### src/ewb_consts.svh
`ifndef EWB_CONSTS_SVH
`define EWB_CONSTS_SVH

// one evicted cache line, eight 32-bit words.
`define EWB_LINE_BITS 256

// byte address and the offset bits dropped to form a line tag.
`define EWB_ADDR_BITS 32
`define EWB_OFFSET_BITS 5

// queue depth, a power of two so the pointers wrap on their own.
`define EWB_DEPTH 8
`define EWB_PTR_BITS 3
// one bit wider than the pointer so a full queue is visible.
`define EWB_CNT_BITS 4

// register map.
`define EWB_CFG_ADDR_BITS 2
`define EWB_CFG_WDATA_BITS 8
`define EWB_CFG_RDATA_BITS 16

`endif
### src/ewb_cfg_pkg.sv
`default_nettype none

`include "ewb_consts.svh"

package ewb_cfg_pkg;

    // register addresses.
    typedef enum logic [`EWB_CFG_ADDR_BITS-1:0] {
        CFG_CTRL    = 2'd0,
        CFG_STATUS  = 2'd1,
        CFG_DRAINED = 2'd2
    } cfg_addr_e;

    // control register, bits 3:1 are spare and read back as written.
    typedef struct packed {
        logic [3:0] drain_threshold;
        logic [2:0] spare;
        logic       drain_en;
    } ewb_ctrl_t;

    // status word as seen on the read bus.
    typedef struct packed {
        logic [`EWB_CFG_RDATA_BITS-`EWB_CNT_BITS-3:0] spare;
        logic                                         empty;
        logic                                         full;
        logic [`EWB_CNT_BITS-1:0]                     count;
    } ewb_status_t;

    // drain enabled, threshold of one line.
    localparam ewb_ctrl_t CTRL_RESET = '{drain_threshold: 4'd1, spare: 3'd0, drain_en: 1'b1};

endpackage : ewb_cfg_pkg

`default_nettype wire

### src/ewb_cfg_regs.sv
`timescale 1ns/1ps
`default_nettype none

`include "ewb_consts.svh"

module ewb_cfg_regs
    import ewb_cfg_pkg::*;
(
    input  wire logic                           clk,
    input  wire logic                           rst,

    // register bus.
    input  wire logic                           cfg_we_i,
    input  wire cfg_addr_e                      cfg_addr_i,
    input  wire logic [`EWB_CFG_WDATA_BITS-1:0] cfg_wdata_i,
    output logic [`EWB_CFG_RDATA_BITS-1:0]      cfg_rdata_o,

    // from the queue.
    input  wire logic [`EWB_CNT_BITS-1:0]       count_i,
    input  wire logic                           mem_valid_i,
    input  wire logic                           drained_i,

    // drain permission back to the queue.
    output logic                                drain_go_o
);

    ewb_ctrl_t                        ctrl_q;
    logic [`EWB_CFG_RDATA_BITS-1:0]   drained_q;
    logic                             hold_q;
    logic [3:0]                       thresh_eff;
    ewb_status_t                      status;

    // control register and drained counter.
    always_ff @(posedge clk or posedge rst) begin
        if (rst) begin
            ctrl_q    <= CTRL_RESET;
            drained_q <= '0;
        end else begin
            if (cfg_we_i && (cfg_addr_i == CFG_CTRL)) begin
                ctrl_q <= ewb_ctrl_t'(cfg_wdata_i);
            end
            if (drained_i) begin
                drained_q <= drained_q + 1'b1;
            end
        end
    end

    // once a beat is offered the queue keeps draining until it runs empty.
    always_ff @(posedge clk or posedge rst) begin
        if (rst) begin
            hold_q <= 1'b0;
        end else begin
            hold_q <= mem_valid_i;
        end
    end

    // threshold of zero drains as soon as one line is queued.
    assign thresh_eff = (ctrl_q.drain_threshold == 4'd0) ? 4'd1 : ctrl_q.drain_threshold;

    assign drain_go_o = (ctrl_q.drain_en && (count_i >= thresh_eff)) || hold_q;

    assign status.spare = '0;
    assign status.empty = (count_i == '0);
    assign status.full  = (count_i == `EWB_CNT_BITS'(`EWB_DEPTH));
    assign status.count = count_i;

    always_comb begin
        case (cfg_addr_i)
            CFG_CTRL:    cfg_rdata_o = {{(`EWB_CFG_RDATA_BITS-8){1'b0}}, ctrl_q};
            CFG_STATUS:  cfg_rdata_o = status;
            CFG_DRAINED: cfg_rdata_o = drained_q;
            default:     cfg_rdata_o = '0;
        endcase
    end

    // an offered beat that was not taken is still offered on the next cycle.
    a_go_held: assert property (
        @(posedge clk) disable iff (rst)
        (mem_valid_i && !drained_i) |=> (mem_valid_i && drain_go_o)
    ) else $error("drain permission dropped while a beat was offered");

endmodule : ewb_cfg_regs

`default_nettype wire

### config.mk
export PLATFORM = sky130hd
export DESIGN_NAME = ewb_cfg_regs
export DESIGN_NICKNAME = d
export VERILOG_FILES = /design/src/ewb_cfg_pkg.sv /design/src/ewb_cfg_regs.sv
export VERILOG_INCLUDE_DIRS = /design/src
export SDC_FILE = /design/constraint.sdc
export NUM_CORES = 1
export LEC_CHECK = 0
export BUFFER_PORTS_ARGS = -buffer_cell sky130_fd_sc_hd__buf_2
export CAP_MARGIN = 10
export CORE_ASPECT_RATIO = 0.5
export CORE_UTILIZATION = 40
export DETAILED_ROUTE_END_ITERATION = 12
export GPL_TIMING_DRIVEN = 0
export PLACE_DENSITY_LB_ADDON = 0.05
export SYNTH_ARGS = -nofsm -noshare
export SYNTH_HDL_FRONTEND = slang
export SYNTH_SLANG_ARGS = --single-unit
### constraint.sdc
create_clock -name clk -period 1.9 [get_ports clk]
set_clock_uncertainty 0.05 [all_clocks]
set_input_delay 0.095 -clock clk [delete_from_list [all_inputs] [get_ports clk]]
set_output_delay 0.095 -clock clk [all_outputs]
set_load 0.005 [all_outputs]
Word-level counts from Yosys, hierarchy flattened:

Index checks and enable logic that the tools add are counted.

* bits in registers: 25
* logic and storage cells: 18
* bits of input ports: 19

* eq/ne operators: 3
* $add $sub $neg: 1
* multiplexer cells: 2
* reduce and logical (&&, ||, !) cells: 6
* magnitude comparators: 1

Operators with widths (count)
* $pmux 16 s3: 1
* $add 16x1->16 const B: 1
* $logic_not 4->1: 2
* $eq 4x4->1 const B: 1
* $ge 4x4->1: 1
* $mux 4: 1
* $eq 2x1->1 const B: 1
* $eq 2x2->1 const B: 1
* $logic_and 1x1->1: 2
* $logic_not 2->1: 1
* $logic_or 1x1->1: 1

Longest topological paths before layout:

* word-level depth: 5
* mapped depth: 6
* mapped depth without buffers: 6

Worst setup path before layout:

OpenSTA, ideal clock, no wires.

* path type: register -> register
* start: reg drained_q[0]
* end: reg drained_q[8]
* buffers on the path: 0
* required time: 1.726 ns
* arrival time: 1.233 ns
* setup slack: 0.493 ns
* library setup time: 0.124 ns
* stages on the path, launching flop included: 5
* cell sequence: dfrtp_1 ha_1 nand4_2 or3_1 xnor2_1

* cells in the longest elaborated chain, start to end: 1

Ends and longest elaborated chain
* start, declared: line ewb_cfg_regs.sv:28 `` logic [`EWB_CFG_RDATA_BITS-1:0] drained_q; ``
* start signal, assigned: line ewb_cfg_regs.sv:43 `drained_q <= drained_q + 1'b1;`
* $add 16x1->16: line ewb_cfg_regs.sv:43

No other way between the ends.
A chain may end at the register's enable or synchronous reset.

Worst setup path after layout:

* start: reg ctrl_q[6] (netlist bit)
* end: out drain_go_o

* cells in the longest elaborated chain, start to end: 5

Ends and longest elaborated chain
* start, declared: line ewb_cfg_regs.sv:27 `ewb_ctrl_t ctrl_q;`
* start signal, assigned: line ewb_cfg_regs.sv:40 `ctrl_q <= ewb_ctrl_t'(cfg_wdata_i);`
* $logic_not 4->1: line ewb_cfg_regs.sv:58 `assign thresh_eff = (ctrl_q.drain_threshold == 4'd0) ? 4'd1 : ctrl_q.drain_threshold;`
* $mux 4 *: line ewb_cfg_regs.sv:58
* $ge 4x4->1 *: line ewb_cfg_regs.sv:60 `assign drain_go_o = (ctrl_q.drain_en && (count_i >= thresh_eff)) || hold_q;`
* $logic_and 1x1->1 *: line ewb_cfg_regs.sv:60
* $logic_or 1x1->1 *: line ewb_cfg_regs.sv:60
* end, declared: line ewb_cfg_regs.sv:24 `output logic drain_go_o`

Mark *: on every way between the ends. The rest lies on a longest branch, timed or not.

==> impl_metrics.ini <==
[clock_network]
cts_root_buffer = clkbuf_8
clk_latency_ps = 270
clockBufferDepth = 2
h-tree-depth = 1
cts_tree = built
cts_made_buffers = 3
cts_num_sinks = 25
path_clk_slew_ps = 90

[drt]
wl_met1_mm = 1.55
drc = 0
routed_wl_mm = 2.94
dr_wl_met3_um = 149
wl_met2_mm = 1.22
avgViaCountPerCell = 5.00
ant_nets = 0
vias = 1111
wire_per_inst_um = 13.2
drtIter0Drc = 42
top_layer = met4
detail_route.first_pass.iterations = 4

[layout]
synthToLayoutAreaGrowth_pct = 27.3
mostFrequentLayoutCell = buf_2
drive_above_1_share_pct = 30.8
postLayoutCellArea_mm2 = 0.00175
nets = 207
layoutNonFillerInstCount = 222
mostFrequentLayoutCells = buf_2 (37), dfrtp_1 (23), nand2_1 (12), xor2_1 (9), dlygate4sd3_1 (9)
n_antenna_cell = 0

[worst_setup_path]
worstPathArrival_ps = 1670
end_kind = output port
start_kind = flop
reg2reg_to = drained_q[14]
rr_startpoint = drained_q[0]
cp.required_ps = 1750
crit_type = reg2out
r2r_cells = 4
path_max_fanout = 3
ff2ff_setup_slack_ps = 280

[floorplan]
dieArea_mm2 = 0.00369
start_util_pct = 43.8
die_h_um = 43.4
die_x_um = 84.9
rows = 14
core_region_area_mm2 = 0.00314
ios = 36

[pwr]
powerDensity_mw_per_mm2 = 862
swShare_pct = 33.4
peakVddDrop_v = 0.000322
clkPwrFrac_pct = 21.6
switchingPower_w = 0.000503
p_int_w = 0.00101
pwr-share-comb_pct = 25.8
power_frac_seq_pct = 52.5
cellLeakagePower_nw = 0.883

[sta]
max_slew_margin_pct = 34.7
finalSetupViolCount = 0
period_minus_slack_ps = 1820
tightest_slew_ps = 979
slew_viol_final = 0
setup_tns_ps = 0
clock.fmax_ghz = 0.551
worst_hold_slack_ps = -16.5
finalCritPeriodShare_pct = 95.6
hold_viol = 23

[logic_synthesis]
synth_top_cell_by_area = dfrtp_1
synth_cell_types = 28
avgSynthCellArea_um2 = 10.3
syn_nets = 158
synth_top_area_share_pct = 41.9
yosysSeqAreaShare_pct = 45.7
yosys-top-cells-area = dfrtp_1 (42%), mux2i_1 (5.8%), xor2_1 (5.7%), mux2_2 (4.9%), ha_1 (4.6%)
synth_cells = 134
yosysWarnings = 0
syn-cell-area_mm2 = 0.00137
ys_ff_latch = 25

[grt]
grt_pass1_wl_mm = 5.08
gr-usage-all-layers_pct = 18.4
grt_antenna_before_repair = 0
grt_overflow_total = 0
grt_pass1_vias = 1055
grt_start_max_net_pins = 26

[status]
outcome = finished, violations left
violations = hold timing

[placed_design]
placedInstanceArea_mm2 = 0.00159
globalplace.congestion = 0.754
place_inst = 208
numPortBuffers = 34
hpwl_mm = 2.12

[worst_hold_path]
hp-class = in2async

[flow_run]
cap_violations = 0
==> worst max-delay path by stage <==
stage | start | endpoint | slack [ps] | cells after the start
after global placement | drained_q[0] | drained_q[8] | 340 | 4
after global routing | ctrl_q[6] | drain_go_o | -4 | 7
after detailed placement | drained_q[0] | drained_q[14] | 290 | 4
final | ctrl_q[6] | drain_go_o | 80 | 7
after floorplan | drained_q[0] | drained_q[8] | 490 | 4
after CTS | ctrl_q[6] | drain_go_o | 30 | 7
==> state kept, by name, summed over array words and instances, names as in the netlist <==
| signal | cells |
|---|---|
| drained_q | 16 |
| hold_q | 1 |
| ctrl_q | 8 |
==> routing by layer <==
layer | vias up | GRT usage [%]
met5 | - | 0
met4 | 0 | 5.08
met3 | 2 | 5.14
met2 | 33 | 28.5
met1 | 515 | 25.9
li1 | 561 | -
==> synthesized netlist by cell type <==
cell	n
a21oi_1	2
dfrtp_1	23
buf_2	3
mux2i_1	8
nor2b_1	2
a31o_2	1
o22ai_1	1
nor2_1	5
o21ai_0	9
nand4_1	4
ha_1	5
inv_1	7
a21o_1	1
xor2_1	9
nand4_2	1
nor3b_1	1
mux2_2	6
and2_1	8
or3_1	1
nand3_1	6
nor3_1	3
clkbuf_1	1
nand2_1	12
nand4_4	1
nand2b_1	1
nor4_1	5
dfstp_2	2
xnor2_1	6
==> area by class of cell <==
class / instances / area (um2)
fill: 301 / 1390
multi-input combinational: 98 / 712
sequential: 25 / 628
timing repair buffer: 44 / 268
tap: 40 / 50.0
clock buffer: 3 / 41.3
inverter: 7 / 26.3
buffer: 4 / 18.8
clock inverter: 1 / 5.00
==> critical path: stages (launching register included) <==
cell,delay [ps]
dfrtp_1,360
inv_1,80
a31o_2,230
ha_1,270
nand2b_4,140
a21oi_2,110
o21ai_1,80
buf_2,130
==> timing repair <==
action,in CTS,in global routing
hold endpoints to repair,9,0
setup endpoints to repair,0,1
hold buffers,9,0
gates resized for setup,0,4
setup buffers,0,1
==> cell families (layout without fill, tap and decap cells) <==
| logic type | Yosys count | in the layout | share of synthesized area, % |
|---|---|---|---|
| and+or+nand+nor | 50 | 50 | 20.5 |
| DFF | 25 | 25 | 45.7 |
| xor gates and xnor gates | 15 | 15 | 9.56 |
| AOI/OAI and AO/OA | 14 | 14 | 5.65 |
| muxes | 14 | 14 | 10.7 |
| buffers and inverters | 11 | 59 | 3.28 |
| adders and majority gates | 5 | 5 | 4.55 |
==> through the flow <==
step	total power [W]	util, %	hold WS, ps	worst slack, ps
floorplan	0.00102	-	70.8	493
global placement	0.00115	50.8	153	342
detailed placement	0.00116	50.8	156	294
CTS	0.00151	55.2	33.9	33.6
global route	0.00162	55.8	76.6	-4.28
finish	0.00151	55.8	-16.5	83.8
==> power groups by stage <==
stage / clock network (W) / logic (W) / registers, W
2_1_floorplan: 0 / 0.000263 / 0.000761
3_3_place_gp: 0 / 0.000351 / 0.000803
3_5_place_dp: 0 / 0.000359 / 0.000805
4_1_cts: 0.000338 / 0.000375 / 0.000795
5_1_grt: 0.000360 / 0.000441 / 0.000814
6_report: 0.000326 / 0.000390 / 0.000792
No activity file was read; power rests on OpenSTA's default activity.
